File: src/tomasula_pkg.sv
package tomasula_pkg;

    // queue and buffer sizes
    localparam int IQ_DEPTH    = 4;
    localparam int IQ_PTR_W    = $clog2(IQ_DEPTH);
    localparam int ROB_DEPTH   = 8;
    localparam int ROB_TAG_W   = $clog2(ROB_DEPTH);
    localparam int LDST_DEPTH  = 4;
    localparam int LDST_PTR_W  = $clog2(LDST_DEPTH);
    localparam int NUM_RS      = 4;
    localparam int RS_IDX_W    = $clog2(NUM_RS);

    // cycles an alu station holds before asking for the cdb
    localparam int EXEC_CYCLES = 2;
    localparam int EXEC_CNT_W  = $clog2(EXEC_CYCLES + 1);

    // rv32i major opcodes seen by decode
    typedef enum logic [6:0] {
        RV_LUI    = 7'b0110111,
        RV_AUIPC  = 7'b0010111,
        RV_JAL    = 7'b1101111,
        RV_JALR   = 7'b1100111,
        RV_BRANCH = 7'b1100011,
        RV_LOAD   = 7'b0000011,
        RV_STORE  = 7'b0100011,
        RV_OP_IMM = 7'b0010011,
        RV_OP     = 7'b0110011
    } rv_opcode_e;

    // class of work the back end does with an instruction
    typedef enum logic [1:0] {
        OP_ALU,
        OP_LOAD,
        OP_STORE,
        OP_BRANCH
    } op_e;

    typedef struct packed {
        op_e        op;
        logic [4:0] rd;
        logic [4:0] src1_reg;
        logic [4:0] src2_reg;
        logic [2:0] funct3;
    } ctl_word_t;

    typedef struct packed {
        ctl_word_t              ctl;
        logic [ROB_TAG_W-1:0]   tag;
    } rs_entry_t;

    typedef struct packed {
        logic                   valid;
        logic [ROB_TAG_W-1:0]   tag;
    } cdb_t;

    typedef struct packed {
        logic       valid;
        logic [4:0] src1_reg;
        logic [4:0] src2_reg;
    } rf_read_t;

    typedef struct packed {
        logic                   valid;
        logic [ROB_TAG_W-1:0]   tag;
        op_e                    op;
        logic [4:0]             rd;
    } commit_t;

endpackage : tomasula_pkg

File: src/dispatch_core.sv
`timescale 1ns/1ps

module dispatch_core (
    input  logic                   clk,
    input  logic                   rst_i,
    input  logic                   fetch_valid_i,
    input  logic [31:0]            fetch_inst_i,
    output logic                   fetch_ready_o,
    input  logic                   mem_ack_i,
    output tomasula_pkg::rf_read_t rf_read_o,
    output tomasula_pkg::commit_t  commit_o
);

    logic                            dec_valid;
    logic                            fifo_ready;
    logic                            head_valid;
    logic                            yumi;
    logic [tomasula_pkg::NUM_RS-1:0] rs_free;
    logic [tomasula_pkg::NUM_RS-1:0] rs_load;
    logic                            ldst_full;
    logic                            ldst_load;
    logic                            rob_full;
    logic [2:0]                      rob_tag;
    logic                            rob_alloc;
    logic                            rs_req;
    logic [2:0]                      rs_tag;
    logic                            rs_grant;
    logic                            lq_req;
    logic [2:0]                      lq_tag;
    logic                            lq_grant;
    tomasula_pkg::ctl_word_t         dec_word;
    tomasula_pkg::ctl_word_t         head;
    tomasula_pkg::rs_entry_t         entry;

    inst_decode i_decode (
        .clk(clk), .rst_i(rst_i),
        .fetch_valid_i(fetch_valid_i), .fetch_inst_i(fetch_inst_i),
        .fetch_ready_o(fetch_ready_o),
        .dec_valid_o(dec_valid), .dec_word_o(dec_word), .dec_ready_i(fifo_ready)
    );

    inst_fifo i_fifo (
        .clk(clk), .rst_i(rst_i),
        .data_i(dec_word), .valid_i(dec_valid), .ready_o(fifo_ready),
        .valid_o(head_valid), .data_o(head), .yumi_i(yumi)
    );

    iq i_iq (
        .head_valid_i(head_valid), .head_i(head), .yumi_o(yumi),
        .rs_free_i(rs_free), .rs_load_o(rs_load),
        .ldst_full_i(ldst_full), .ldst_load_o(ldst_load),
        .rob_full_i(rob_full), .rob_tag_i(rob_tag), .rob_alloc_o(rob_alloc),
        .entry_o(entry), .rf_read_o(rf_read_o)
    );

    rs_bank i_rs_bank (
        .clk(clk), .rst_i(rst_i),
        .load_i(rs_load), .entry_i(entry), .free_o(rs_free),
        .cdb_req_o(rs_req), .cdb_req_tag_o(rs_tag), .cdb_grant_i(rs_grant)
    );

    ldst_q i_ldst_q (
        .clk(clk), .rst_i(rst_i),
        .load_i(ldst_load), .entry_i(entry), .full_o(ldst_full),
        .mem_ack_i(mem_ack_i),
        .cdb_req_o(lq_req), .cdb_req_tag_o(lq_tag), .cdb_grant_i(lq_grant)
    );

    rob i_rob (
        .clk(clk), .rst_i(rst_i),
        .alloc_i(rob_alloc), .alloc_word_i(head), .full_o(rob_full), .tag_o(rob_tag),
        .rs_req_i(rs_req), .rs_tag_i(rs_tag), .rs_grant_o(rs_grant),
        .lq_req_i(lq_req), .lq_tag_i(lq_tag), .lq_grant_o(lq_grant),
        .commit_o(commit_o)
    );

endmodule : dispatch_core

File: src/inst_decode.sv
`timescale 1ns/1ps

module inst_decode (
    input  logic                   clk,
    input  logic                   rst_i,
    input  logic                   fetch_valid_i,
    input  logic [31:0]            fetch_inst_i,
    output logic                   fetch_ready_o,
    output logic                   dec_valid_o,
    output tomasula_pkg::ctl_word_t dec_word_o,
    input  logic                   dec_ready_i
);

    tomasula_pkg::ctl_word_t word;

    // take a new word when the stage is empty or drains this cycle
    assign fetch_ready_o = !dec_valid_o || dec_ready_i;

    always_comb begin
        word.op       = tomasula_pkg::OP_ALU;
        word.rd       = fetch_inst_i[11:7];
        word.src1_reg = fetch_inst_i[19:15];
        word.src2_reg = fetch_inst_i[24:20];
        word.funct3   = fetch_inst_i[14:12];

        case (fetch_inst_i[6:0])
            tomasula_pkg::RV_OP: begin
                // r-type keeps every field
                word.op = tomasula_pkg::OP_ALU;
            end
            tomasula_pkg::RV_OP_IMM: begin
                word.src2_reg = 5'd0;
            end
            tomasula_pkg::RV_LUI, tomasula_pkg::RV_AUIPC: begin
                word.src1_reg = 5'd0;
                word.src2_reg = 5'd0;
                word.funct3   = 3'd0;
            end
            tomasula_pkg::RV_LOAD: begin
                word.op       = tomasula_pkg::OP_LOAD;
                word.src2_reg = 5'd0;
            end
            tomasula_pkg::RV_STORE: begin
                word.op = tomasula_pkg::OP_STORE;
                word.rd = 5'd0;
            end
            tomasula_pkg::RV_BRANCH: begin
                word.op = tomasula_pkg::OP_BRANCH;
                word.rd = 5'd0;
            end
            tomasula_pkg::RV_JAL: begin
                // jumps still write the link register
                word.op       = tomasula_pkg::OP_BRANCH;
                word.src1_reg = 5'd0;
                word.src2_reg = 5'd0;
                word.funct3   = 3'd0;
            end
            tomasula_pkg::RV_JALR: begin
                word.op       = tomasula_pkg::OP_BRANCH;
                word.src2_reg = 5'd0;
            end
            default: begin
                // unknown word retires as an alu op with no operands
                word.rd       = 5'd0;
                word.src1_reg = 5'd0;
                word.src2_reg = 5'd0;
                word.funct3   = 3'd0;
            end
        endcase
    end

    always_ff @(posedge clk) begin
        if (rst_i) begin
            dec_valid_o <= 1'b0;
        end else if (fetch_ready_o) begin
            dec_valid_o <= fetch_valid_i;
        end
    end

    always_ff @(posedge clk) begin
        if (fetch_ready_o && fetch_valid_i) begin
            dec_word_o <= word;
        end
    end

endmodule : inst_decode

File: src/inst_fifo.sv
`timescale 1ns/1ps

module inst_fifo (
    input  logic                    clk,
    input  logic                    rst_i,
    input  tomasula_pkg::ctl_word_t data_i,
    input  logic                    valid_i,
    output logic                    ready_o,
    output logic                    valid_o,
    output tomasula_pkg::ctl_word_t data_o,
    input  logic                    yumi_i
);

    tomasula_pkg::ctl_word_t mem [tomasula_pkg::IQ_DEPTH];

    logic [tomasula_pkg::IQ_PTR_W-1:0] wr_ptr;
    logic [tomasula_pkg::IQ_PTR_W-1:0] rd_ptr;
    logic [tomasula_pkg::IQ_PTR_W:0]   count;
    logic                              push;
    logic                              pop;

    // a full queue refuses a write even if the head leaves this cycle
    assign ready_o = (count != tomasula_pkg::IQ_DEPTH);
    assign valid_o = (count != '0);
    assign data_o  = mem[rd_ptr];

    assign push = valid_i && ready_o;
    assign pop  = yumi_i && valid_o;

    always_ff @(posedge clk) begin
        if (rst_i) begin
            wr_ptr <= '0;
            rd_ptr <= '0;
            count  <= '0;
        end else begin
            if (push) begin
                wr_ptr <= wr_ptr + 1'b1;
            end
            if (pop) begin
                rd_ptr <= rd_ptr + 1'b1;
            end
            if (push && !pop) begin
                count <= count + 1'b1;
            end else if (pop && !push) begin
                count <= count - 1'b1;
            end
        end
    end

    always_ff @(posedge clk) begin
        if (push) begin
            mem[wr_ptr] <= data_i;
        end
    end

endmodule : inst_fifo

File: src/iq.sv
`timescale 1ns/1ps

module iq (
    input  logic                              head_valid_i,
    input  tomasula_pkg::ctl_word_t           head_i,
    output logic                              yumi_o,
    input  logic [tomasula_pkg::NUM_RS-1:0]   rs_free_i,
    output logic [tomasula_pkg::NUM_RS-1:0]   rs_load_o,
    input  logic                              ldst_full_i,
    output logic                              ldst_load_o,
    input  logic                              rob_full_i,
    input  logic [2:0]                        rob_tag_i,
    output logic                              rob_alloc_o,
    output tomasula_pkg::rs_entry_t           entry_o,
    output tomasula_pkg::rf_read_t            rf_read_o
);

    logic                            is_mem;
    logic                            issue_mem;
    logic                            issue_alu;
    logic [tomasula_pkg::NUM_RS-1:0] pick;

    always_comb begin
        is_mem = (head_i.op == tomasula_pkg::OP_LOAD) ||
                 (head_i.op == tomasula_pkg::OP_STORE);

        // lowest set bit of the free vector, so station 0 wins
        pick = rs_free_i & (~rs_free_i + 1'b1);

        // memory ops go to the load/store queue, everything else to a station
        issue_mem = head_valid_i && is_mem && !ldst_full_i && !rob_full_i;
        issue_alu = head_valid_i && !is_mem && (|rs_free_i) && !rob_full_i;

        yumi_o      = issue_mem || issue_alu;
        ldst_load_o = issue_mem;
        rs_load_o   = issue_alu ? pick : '0;

        // a rob slot is taken exactly when the head leaves
        rob_alloc_o = yumi_o;
    end

    always_comb begin
        entry_o.ctl = head_i;
        entry_o.tag = rob_tag_i;

        rf_read_o.valid    = yumi_o;
        rf_read_o.src1_reg = head_i.src1_reg;
        rf_read_o.src2_reg = head_i.src2_reg;
    end

endmodule : iq

File: src/ldst_q.sv
`timescale 1ns/1ps

module ldst_q (
    input  logic                    clk,
    input  logic                    rst_i,
    input  logic                    load_i,
    input  tomasula_pkg::rs_entry_t entry_i,
    output logic                    full_o,
    input  logic                    mem_ack_i,
    output logic                    cdb_req_o,
    output logic [2:0]              cdb_req_tag_o,
    input  logic                    cdb_grant_i
);

    tomasula_pkg::rs_entry_t             q [tomasula_pkg::LDST_DEPTH];
    logic [tomasula_pkg::LDST_DEPTH-1:0] valid;
    logic [tomasula_pkg::LDST_DEPTH-1:0] acked;
    logic [tomasula_pkg::LDST_PTR_W-1:0] head;
    logic [tomasula_pkg::LDST_PTR_W-1:0] tail;
    logic [tomasula_pkg::LDST_PTR_W-1:0] ack_ptr;
    logic                                take_ack;

    // tail slot still occupied means every slot is taken
    assign full_o        = valid[tail];
    assign cdb_req_o     = valid[head] && acked[head];
    assign cdb_req_tag_o = q[head].tag;

    // acks arrive in order, so ack_ptr marks the oldest waiting entry
    assign take_ack = mem_ack_i && valid[ack_ptr] && !acked[ack_ptr];

    always_ff @(posedge clk) begin
        if (rst_i) begin
            valid   <= '0;
            acked   <= '0;
            head    <= '0;
            tail    <= '0;
            ack_ptr <= '0;
        end else begin
            if (load_i && !full_o) begin
                valid[tail] <= 1'b1;
                acked[tail] <= 1'b0;
                tail        <= tail + 1'b1;
            end
            if (take_ack) begin
                acked[ack_ptr] <= 1'b1;
                ack_ptr        <= ack_ptr + 1'b1;
            end
            if (cdb_req_o && cdb_grant_i) begin
                valid[head] <= 1'b0;
                head        <= head + 1'b1;
            end
        end
    end

    always_ff @(posedge clk) begin
        if (load_i && !full_o) begin
            q[tail] <= entry_i;
        end
    end

endmodule : ldst_q

File: src/rob.sv
`timescale 1ns/1ps

module rob (
    input  logic                    clk,
    input  logic                    rst_i,
    input  logic                    alloc_i,
    input  tomasula_pkg::ctl_word_t alloc_word_i,
    output logic                    full_o,
    output logic [2:0]              tag_o,
    input  logic                    rs_req_i,
    input  logic [2:0]              rs_tag_i,
    output logic                    rs_grant_o,
    input  logic                    lq_req_i,
    input  logic [2:0]              lq_tag_i,
    output logic                    lq_grant_o,
    output tomasula_pkg::commit_t   commit_o
);

    tomasula_pkg::op_e                  entry_op   [tomasula_pkg::ROB_DEPTH];
    logic [4:0]                         entry_rd   [tomasula_pkg::ROB_DEPTH];
    logic [tomasula_pkg::ROB_DEPTH-1:0] entry_done;
    logic [tomasula_pkg::ROB_TAG_W-1:0] head;
    logic [tomasula_pkg::ROB_TAG_W-1:0] tail;
    logic [tomasula_pkg::ROB_TAG_W:0]   count;
    tomasula_pkg::cdb_t                 cdb;
    logic                               do_alloc;
    logic                               do_commit;

    assign full_o = (count == tomasula_pkg::ROB_DEPTH);
    assign tag_o  = tail;

    // stations beat the load/store queue for the single bus
    assign rs_grant_o = rs_req_i;
    assign lq_grant_o = lq_req_i && !rs_req_i;
    assign cdb.valid  = rs_req_i || lq_req_i;
    assign cdb.tag    = rs_req_i ? rs_tag_i : lq_tag_i;

    assign do_alloc  = alloc_i && !full_o;
    assign do_commit = (count != '0) && entry_done[head];

    always_ff @(posedge clk) begin
        if (rst_i) begin
            head            <= '0;
            tail            <= '0;
            count           <= '0;
            commit_o.valid  <= 1'b0;
        end else begin
            if (do_alloc) begin
                tail <= tail + 1'b1;
            end
            if (do_commit) begin
                head <= head + 1'b1;
            end
            if (do_alloc && !do_commit) begin
                count <= count + 1'b1;
            end else if (do_commit && !do_alloc) begin
                count <= count - 1'b1;
            end
            commit_o <= '{valid: do_commit, tag: head, op: entry_op[head], rd: entry_rd[head]};
        end
    end

    // done bits only mean something while count covers the entry
    always_ff @(posedge clk) begin
        if (do_alloc) begin
            entry_op[tail]   <= alloc_word_i.op;
            entry_rd[tail]   <= alloc_word_i.rd;
            entry_done[tail] <= 1'b0;
        end
        if (cdb.valid) begin
            entry_done[cdb.tag] <= 1'b1;
        end
    end

endmodule : rob

File: src/rs_bank.sv
`timescale 1ns/1ps

module rs_bank (
    input  logic                            clk,
    input  logic                            rst_i,
    input  logic [tomasula_pkg::NUM_RS-1:0] load_i,
    input  tomasula_pkg::rs_entry_t         entry_i,
    output logic [tomasula_pkg::NUM_RS-1:0] free_o,
    output logic                            cdb_req_o,
    output logic [2:0]                      cdb_req_tag_o,
    input  logic                            cdb_grant_i
);

    logic [tomasula_pkg::NUM_RS-1:0]     busy;
    logic [tomasula_pkg::NUM_RS-1:0]     ready;
    logic [tomasula_pkg::NUM_RS-1:0]     grant_vec;
    logic [tomasula_pkg::RS_IDX_W-1:0]   sel;
    tomasula_pkg::rs_entry_t             ent [tomasula_pkg::NUM_RS];
    logic [tomasula_pkg::EXEC_CNT_W-1:0] cnt [tomasula_pkg::NUM_RS];

    assign free_o = ~busy;

    always_comb begin
        ready = '0;
        sel   = '0;
        for (int i = 0; i < tomasula_pkg::NUM_RS; i++) begin
            ready[i] = busy[i] && (cnt[i] == '0);
        end
        // walk down so the lowest ready station is the one left in sel
        for (int i = tomasula_pkg::NUM_RS - 1; i >= 0; i--) begin
            if (ready[i]) begin
                sel = tomasula_pkg::RS_IDX_W'(i);
            end
        end
    end

    assign cdb_req_o     = |ready;
    assign cdb_req_tag_o = ent[sel].tag;
    assign grant_vec     = cdb_grant_i ? (ready & (~ready + 1'b1)) : '0;

    always_ff @(posedge clk) begin
        if (rst_i) begin
            busy <= '0;
        end else begin
            for (int i = 0; i < tomasula_pkg::NUM_RS; i++) begin
                if (load_i[i]) begin
                    busy[i] <= 1'b1;
                end else if (grant_vec[i]) begin
                    busy[i] <= 1'b0;
                end
            end
        end
    end

    // countdown starts at load and parks at zero until the grant
    always_ff @(posedge clk) begin
        for (int i = 0; i < tomasula_pkg::NUM_RS; i++) begin
            if (load_i[i]) begin
                ent[i] <= entry_i;
                cnt[i] <= tomasula_pkg::EXEC_CNT_W'(tomasula_pkg::EXEC_CYCLES);
            end else if (busy[i] && (cnt[i] != '0)) begin
                cnt[i] <= cnt[i] - 1'b1;
            end
        end
    end

endmodule : rs_bank

File: config.mk
export PLATFORM = sky130hd
export DESIGN_NAME = dispatch_core
export DESIGN_NICKNAME = d
export VERILOG_FILES = /design/src/tomasula_pkg.sv /design/src/dispatch_core.sv /design/src/inst_decode.sv /design/src/inst_fifo.sv /design/src/iq.sv /design/src/ldst_q.sv /design/src/rob.sv /design/src/rs_bank.sv
export SDC_FILE = /design/constraint.sdc
export NUM_CORES = 1
export LEC_CHECK = 0
export ABC_AREA = 1
export BUFFER_PORTS_ARGS = -buffer_cell sky130_fd_sc_hd__buf_2
export CORE_MARGIN = 8
export CORE_UTILIZATION = 35
export DETAILED_ROUTE_END_ITERATION = 8
export SYNTH_ARGS = -nofsm -noshare
export SYNTH_HDL_FRONTEND = slang
export SYNTH_SLANG_ARGS = --single-unit
File: constraint.sdc
create_clock -name clk -period 3.45 [get_ports clk]
set_clock_uncertainty 0.05 [all_clocks]
set_input_delay 0.1725 -clock clk [delete_from_list [all_inputs] [get_ports clk]]
set_output_delay 0.1725 -clock clk [all_outputs]
set_load 0.02 [all_outputs]
# == Word level (Yosys, flattened, before mapping) ==
# Memories as Yosys holds them, arrays and structs flattened. A register that Yosys moved wholly into a read port is not among the register bits.
# Cells that the tools add are included.
# totals
in_bits,36
mem_count,6
ram_bits,328
reg_bits,68
output_inout_bits,23
wordCells,257
# memory_table
name,depth,word_bits,read_ports,rd_ports_with_merged_regs,wr,line_no,text
i_ldst_q.q,4,23,1,1,1,ldst_q.sv:15,tomasula_pkg::rs_entry_t q [tomasula_pkg::LDST_DEPTH];
i_rs_bank.ent,4,23,1,0,1,rs_bank.sv:18,tomasula_pkg::rs_entry_t ent [tomasula_pkg::NUM_RS];
i_fifo.mem,4,20,1,1,1,inst_fifo.sv:14,tomasula_pkg::ctl_word_t mem [tomasula_pkg::IQ_DEPTH];
i_rob.entry_rd,8,5,1,1,1,rob.sv:20,logic [4:0] entry_rd [tomasula_pkg::ROB_DEPTH];
i_rob.entry_op,8,2,1,1,1,rob.sv:19,tomasula_pkg::op_e entry_op [tomasula_pkg::ROB_DEPTH];
i_rs_bank.cnt,4,2,4,0,4,rs_bank.sv:19,logic [tomasula_pkg::EXEC_CNT_W-1:0] cnt [tomasula_pkg::NUM_RS];
# op_classes
n_addsub,17
reduce_logical,75
bitwise,18
n_lt_le_gt_ge,11
eq_ne,13
mux,93
# op_table
op,n
23-bit two-way mux,3
23-bit OR reduction,3
1-bit two-way mux,48
4-bit two-way mux,10
1-bit logical AND,34
2-bit two-way mux,15
"7-bit by 6-bit == test with 1-bit output, second input constant",3
"7-bit == test, second input constant",3
4-bit inverter,5
2-bit nonzero test,10
4-bit AND,4
8-bit two-way mux,2
"7-bit by 5-bit == test with 1-bit output, second input constant",2
"4-bit by 1-bit adder with 4-bit output, second input constant",3
1-bit zero test,12
"3-bit by 4-bit < comparator with 1-bit output, second input constant",3
"2-bit by 1-bit adder with 2-bit output, second input constant",5
1-bit binary-select mux with 2-bit select,5
"3-bit by 1-bit adder with 3-bit output, second input constant",3
"2-bit by 3-bit < comparator with 1-bit output, second input constant",3
3-bit two-way mux,3
8-bit AND,1
2-bit zero test,4
8-bit inverter,1
24 further kinds,42

# == Depth between registers and ports, before layout ==
# Gate-level depths: netlist (run 1).
# An unclocked memory read counts as a cell.
# depth
ltp_word,14
depth_mapped,19
depth_no_buf,18

# == Hierarchy ==
# From an unflattened synthesis (run 1), not the netlist that was laid out.
# unflattened
hier_cells,1027
hier_area_um2,10941.7
# by_module_without_submodules
module,cells_each,seq_area_each_um2,instances,area_each_um2
rob,326,2362.3,1,3570.9
inst_fifo,262,2582.5,1,3433.3
ldst_q,161,680.7,1,1408.9
rs_bank,122,680.7,1,1191.1
inst_decode,96,620.6,1,960.9
iq,60,0.0,1,376.6

# == Least setup slack after synthesis (run 1) ==
# No wires, ideal clock.
# synth_path
path_type,register to register
from,reg (tool-made name)
to,reg i_rob.count[3] (netlist bit)
period_less_slack_ps,2624
path_buffers,2
arrival_ps,2455
path_stages_with_launch,19
setup_ps,119
setup_slack_ps,826
required_time_ps,3281
path_cell_list,dfxtp_1 > buf_6 > inv_2 > nand3_1 > nand2_2 > xor2_2 > nand2_2 > nand2_4 > buf_6 > ha_1 > inv_1 > ha_1 > a21o_1 > a21oi_1 > nor2_1 > nor2_1 > nand2_1 > o21ai_0 > a21oi_1
# synth_rtl
element,line_no,text
to (signal assigned),rob.sv:55,count <= count + 1'b1;
to (signal assigned),rob.sv:57,count <= count - 1'b1;
to (decl),rob.sv:24,logic [tomasula_pkg::ROB_TAG_W:0] count;

==> metrics.txt, run 1 <==
hold path endpoint=i_decode.dec_word_o[19]$_DFFE_PP_; register area=approximately 6500 sq um; crit path max fanout=16; Setup crit end kind=flop; Fillers=roughly 2600; Die Ht=184 um; xor and xnor area share after synthesis=0.688%; first-pass GRT wire length=~32000 um; Via-to-Cell Ratio=around 4.6; # IOs=~60; Crit Path Class=flop to flop; DRT antenna net count=0; clock sinks=around 230; Top delay family on crit path=simple AND/OR/NAND/NOR gates; Place WS=about 360 ps; mux cell area share after synthesis=0%; flop2flop setup slack=between 300 and 400 ps; Simple-Gate Fraction of Synth Area=about 14%; Comb power frac=32.5%; Min-Delay Startpoint=fetch_inst_i[6]; compound-cell area share of the yosys netlist=a little under a tenth; final setup fails=0; Starting Density=35.5%; Slew HR=35.3%; Ys Warns=0; top post-synthesis cells by area=edfxtp_1, dfxtp_1, nor2_1, o21ai_0, nand2_1; Sequential Power Share=41.8%; HP Class=input pin to flop; die area=between 30000 and 40000 sq um; CTS Buffer Depth=3; IO buf count=48; Routed wire per std cell=about 14 um; crit start category=flop; Cell Area, Synth=9830 sq um; NetSw=around 3.4 mW; Routed Wire Length=roughly 19000 um; floorplan core area=about 28000 sq um; power share of the clock group=around a quarter; Post-synth EDFFs=about 180; Sw Share=between 30% and 40%; Internal=6.15 mW; First DRT Iteration DRCs=332; number of unique standard cell types used by synthesis=37; crit-path max cell delay=slightly above 500 ps; multi-input logic area=~2700 sq um; initial antenna violation count=0; WHS=slightly above 40 ps; sequential cell area fraction in the yosys report=approximately two thirds; slowest CP cell=dfxtp_1; Syn Area/Cell=between 10 and 15 sq um; Reg-to-Reg End=i_rob.count[3]$_SDFFE_PP0P_; adder-cell area share of the yosys netlist=under 10%; most common cell in the synthesized netlist=edfxtp_1; unrepaired setup endpoints after global routing=false; drc violations=0; vias in the first global route=6352; Layout area overhead=15.8%; final setup margin=between 300 and 400 ps; fin. max-slew vios=0; max_cap viols=0; CTS tree=done; most used flip-flop cell after synthesis=edfxtp_1; fraction of registers with async set/reset=0%; Mapped Cells=909; DR vias=between 6000 and 7000; worst vdd ir=0.000377 V; Final Hold Viols=0; Buf+Inv Stages, Crit Path=2; Fmax achieved=between 300 and 400 MHz; Synth Net Count=973; Max H-tree Level=1; Synth top area share=between 50% and 60%; sum of negative setup slack=0 ps; DP Wirelength=~13000 um; Critical Path RT=around 3800 ps; CP cell instances=inv_4 > nand2_1 > nand3_1 > nand2_2 > xnor2_2 > nand3_2 > nand2_4 > ha_1 > inv_1 > ha_1 > a21o_1 > a21oi_1 > nor2_1 > nor2_1 > nand2_1 > o21ai_0 > a21oi_1; Reg clk slew, reported paths=around 60 ps; Nets=approximately 1000; min cycle time layout=3060 ps; Clk Tree Root Cell=clkbuf_16; Die Width=approximately 180 um; share of layout cells above drive strength 1=11.2%; leakage power=~4.6 nW; largest net degree at the start of global routing=31; PD cells=roughly 840 nW/um^2; worst skew pair latency=slightly above 500 ps; first drt pass iteration count=4; grt ovf=0; outcome=completed; Final period util=about nine tenths; row count=61; Inserted Diodes=0; dominant cell type by area after synthesis=edfxtp_1; Slew @ Worst Pin=roughly 970 ps; synthesized flop and latch total=232; largest family of logic cells by synthesized area=simple AND/OR/NAND/NOR gates; global-route usage over all layers=a little under an eighth; Critical Path AT=between 3000 and 4000 ps; total CTS buffers=24; Synth top cells by count=edfxtp_1, nor2_1, nand2_1; Worst Hold Depth=4; cell count of the worst reg-to-reg path=17; placer congestion estimate=~0.78
==> sequential cells by signal, summed over array words and instances, names as in the netlist, 8 cells and up, named ones only <==
signal / count
i_rob.entry_op: 16
i_ldst_q.q: 12
i_decode.dec_word_o: 17
i_rob.commit_o: 11
i_rs_bank.cnt: 8
i_fifo.mem: 68
i_rob.entry_rd: 40
i_rs_bank.ent: 12
i_rob.entry_done: 8
==> layer usage <==
metal	GRT usage, %	share of wire [%]
met5	0	0
met1	14.3	47
met3	2.04	4.5
met4	3.06	1.4
met2	19.5	48
==> worst max path at each step <==
stage / startpoint / end / slack, ps / cells after the start
finish: flop / i_rob.count[3]$_SDFFE_PP0P_ / 390 / 17
global route: flop / i_rob.count[3]$_SDFFE_PP0P_ / 30 / 16
global placement: flop / i_rob.count[3]$_SDFFE_PP0P_ / 420 / 17
detailed placement: flop / i_rob.count[3]$_SDFFE_PP0P_ / 360 / 17
floorplan: flop / i_rob.count[3]$_SDFFE_PP0P_ / 830 / 18
CTS: flop / i_rob.count[3]$_SDFFE_PP0P_ / 350 / 17
==> cell type report <==
type / instances / share of cell area, %
Clock buffer: 31 / 5.51
Timing Repair Buffer: 82 / 4.73
Tap cell: 378 / 4.16
Sequential cell: 232 / 56.9
Multi-Input combinational cell: 534 / 24.1
Clock inverter: 13 / 1.07
Inverter: 108 / 3.58
==> stage by stage <==
stage / utilization (%) / power, mW / std cells / cell area, sq um
final: 41.1 / 9.55 / 1378 / 11400
after floorplan: - / 6.41 / 909 / 9830
after CTS: 41.1 / 9.67 / 1378 / 11400
after global placement: 37.8 / 7.08 / 1317 / 10500
after global routing: 41.1 / 10.3 / 1378 / 11400
after detailed placement: 37.8 / 7.18 / 1317 / 10500
==> cells by family (layout without fill, tap and decap cells) <==
group,Yosys count,count (layout)
AND/OR/NAND/NOR,332,332
AO/OA/AOI/OAI,168,168
adder cells (fa/ha/maj),28,28
XOR/XNOR,6,6
flip-flops,232,232
buffers and inverters,143,234
==> layout by cell type (no fill, tap or decap), types with 24 or more instances in the layout <==
cell type and count:
nor2_1 155, buf_2 48, ha_1 26, nand2_1 114, clkbuf_16 24, nand3_1 39
inv_1 106, edfxtp_1 183, a21oi_1 30, o21ai_0 88, dfxtp_1 49
==> power by group through the flow <==
stage / clock network, mW / logic (mW) / registers, mW
floorplan: 0 / 2.38 / 4.03
global placement: 0 / 3.04 / 4.04
detailed placement: 0 / 3.12 / 4.05
CTS: 2.52 / 3.15 / 4.00
global route: 2.62 / 3.57 / 4.07
finish: 2.45 / 3.10 / 4.00
==> what timing repair did <==
item,in CTS,in global routing
hold buffers,17,0
hold endpoints to repair,18,0
buffers inserted,0,0
resized for setup,0,0
==> worst min-delay path, cell delays in order <==
cell	delay, ps
buf_2	110
inv_1	60
nand3_1	70
nand2_1	70
(Power assumes the default switching activity.)
==> run 2: changes to the inputs <==
--- a/config.mk
+++ b/config.mk
@@ -10,6 +10,7 @@
 export CORE_MARGIN = 8
 export CORE_UTILIZATION = 35
 export DETAILED_ROUTE_END_ITERATION = 8
+export SETUP_SLACK_MARGIN = 0.4
 export SYNTH_ARGS = -nofsm -noshare
 export SYNTH_HDL_FRONTEND = slang
 export SYNTH_SLANG_ARGS = --single-unit
==> run 2 against run 1 <==
  * Count of clock-buffer cells in the layout did not move
  * Die area unchanged
  * Sequential power is essentially flat
  * Cell count is 0.65% higher
  * Largest power group unchanged
==> metrics.txt, run 2 (same netlist as run 1, synthesis figures left out) <==
outcome=completed (unchanged); commonest cells after routing, fill and taps aside=edfxtp_1, nor2_1, nand2_1 (unchanged); CTS Buffer Depth=3 (unchanged); largest net degree at the start of global routing=31 (unchanged); Reg clk slew, reported paths=60 ps (about the same); Largest Register=i_fifo.mem (unchanged); WHS=41.8 ps (was 40.6 ps); fin. max-slew vios=0 (unchanged); Routed wire per std cell=13.7 um (about the same); worst skew pair latency=510 ps (about the same); post-layout util=41.5% (was 41.1%); Inserted Diodes=0 (unchanged); first drt pass iteration count=5 (was 4); CTS tree=done (unchanged); Buf+Inv Stages, Crit Path=2 (unchanged); placer congestion estimate=0.779 (unchanged); Critical Path AT=3090 ps (was 3400 ps); min cycle time layout=2750 ps (was 3060 ps); Via-to-Cell Ratio=4.60 (was 4.59); Slew HR=34.4% (was 35.3%); met1 Use GR=14.3% (unchanged); IO buf count=48 (unchanged); leakage power=4.60 nW (was 4.55 nW); max_cap viols=0 (unchanged); die area=33700 sq um (unchanged); DR vias=6376 (was 6327); number of flip-flops under the largest register name=68 (unchanged); Max H-tree Level=1 (unchanged); grt peak-use layer=met2 (unchanged); Routed Wire Length=19000 um (was 18800 um); Power Total=9.86 mW (was 9.55 mW); Clk Tree Root Cell=clkbuf_16 (unchanged); share of layout cells above drive strength 1=12.8% (was 11.2%); Fmax achieved=363 MHz (was 326 MHz); global-route usage over all layers=11.3% (unchanged); Fillers=2604 (was 2620); Die Width=184 um (unchanged); Final period util=79.8% (was 88.8%); biggest regs=i_fifo.mem: 68 flops, i_rob.entry_rd: 40 flops, i_decode.dec_word_o: 17 flops (unchanged); M2 GR Usage=19.5% (unchanged); Layout area overhead=17.0% (was 15.8%); unrepaired setup endpoints after global routing=false (unchanged); DRT antenna net count=0 (unchanged); grt ovf=0 (unchanged); crit start category=flop (unchanged); final setup fails=0 (unchanged); floorplan core area=27700 sq um (unchanged); Starting Density=35.5% (unchanged); Place WS=363 ps (unchanged); slowest CP cell=dfxtp_4 (was dfxtp_1); vias in the first global route=6352 (unchanged); row count=61 (unchanged); Top delay family on crit path=simple AND/OR/NAND/NOR gates (unchanged); clock sinks=232 (unchanged); initial antenna violation count=0 (unchanged); DP Wirelength=12500 um (unchanged); drc violations=0 (unchanged); Slew @ Worst Pin=983 ps (was 969 ps); First DRT Iteration DRCs=322 (was 332); commonest non-fill, non-tap cell in the layout=edfxtp_1 (unchanged); Critical Path RT=3790 ps (about the same); Die Ht=184 um (unchanged); # IOs=59 (unchanged); CP cell instances=inv_4 > nand2_1 > nand3_1 > nand2_2 > xnor2_4 > nand3_4 > nand2_8 > ha_1 > inv_1 > ha_1 > a21o_1 > a21oi_1 > nor2_1 > nor2_1 > nand2_1 > o21ai_0 > a21oi_1 (was inv_4 > nand2_1 > nand3_1 > nand2_2 > xnor2_2 > nand3_2 > nand2_4 > ha_1 > inv_1 > ha_1 > a21o_1 > a21oi_1 > nor2_1 > nor2_1 > nand2_1 > o21ai_0 > a21oi_1); first-pass GRT wire length=31600 um (unchanged); sum of negative setup slack=0 ps (unchanged); crit-path max cell delay=380 ps (was 510 ps); HP Class=input pin to flop (unchanged); worst vdd ir=0.000369 V (was 0.000377 V); Setup crit end kind=flop (unchanged); final setup margin=698 ps (was 386 ps); crit path max fanout=14 (was 16); Final Hold Viols=0 (unchanged); total CTS buffers=24 (unchanged); M3 GR Usage=2.04% (unchanged); PD cells=858 nW/um^2 (was 839 nW/um^2); Crit Path Class=flop to flop (unchanged); Nets=1055 (was 1046)
-- run 2: changes by cell type in the layout (fill, tap and decap cells not counted), sizes merged --
cell  before  now
buf       65   74
-- run 2: path summary, 6_finish.rpt --
check	slack [ps]	from	end	cells after the start
setup / recovery	700	flop	i_rob.count[3]$_SDFFE_PP0P_	17
hold reg to reg	400	i_rob.entry_done[3]$_DFF_P_	i_rob.entry_done[3]$_DFF_P_	2
hold / removal	40	fetch_inst_i[6]	i_decode.dec_word_o[19]$_DFFE_PP_	4
setup reg to reg	700	flop	i_rob.count[3]$_SDFFE_PP0P_	17
-- run 2: where the power goes --
group	total [mW]	switching, mW	internal [mW]
clock network	2.45	1.02	1.43
logic	3.40	2.19	1.21
registers	4.01	0.281	3.73
-- run 2: metal layers --
layer  wire length, um  vias up
met3               840       19
met4               246        0
met1              8790     3002
met2              9090       98
li1                  -     3257
met5                 0        -
-- run 2: worst min-delay path, stage by stage --
cell	delay [ps]
buf_2	110
inv_1	60
nand3_1	70
nand2_1	70
-- run 2: final cells by class --
class	instances	area, sq um	share of cell area [%]
clock inverters	13	121	1.06
repair buffers	91	606	5.27
inverters	108	408	3.55
well taps	378	473	4.12
multi-input cells	534	2770	24.1
flip-flops and latches	232	6490	56.5
clock buffers	31	627	5.45
-- run 2: stage by stage --
stage,area (sq um),std cells
after floorplan,9830,909
after global placement,10500,1317
after detailed placement,10500,1317
after CTS,11400,1378
after global routing,11500,1387
final,11500,1387
-- run 2: repair_timing --
action / in CTS / in global routing
hold buffers: 17 / 0
setup buffers: 0 / 9
endpoints found under the hold margin: 18 / 0
setup endpoints to repair: 1 / 1
resized for setup: 2 / 11
pin swaps: 0 / 2
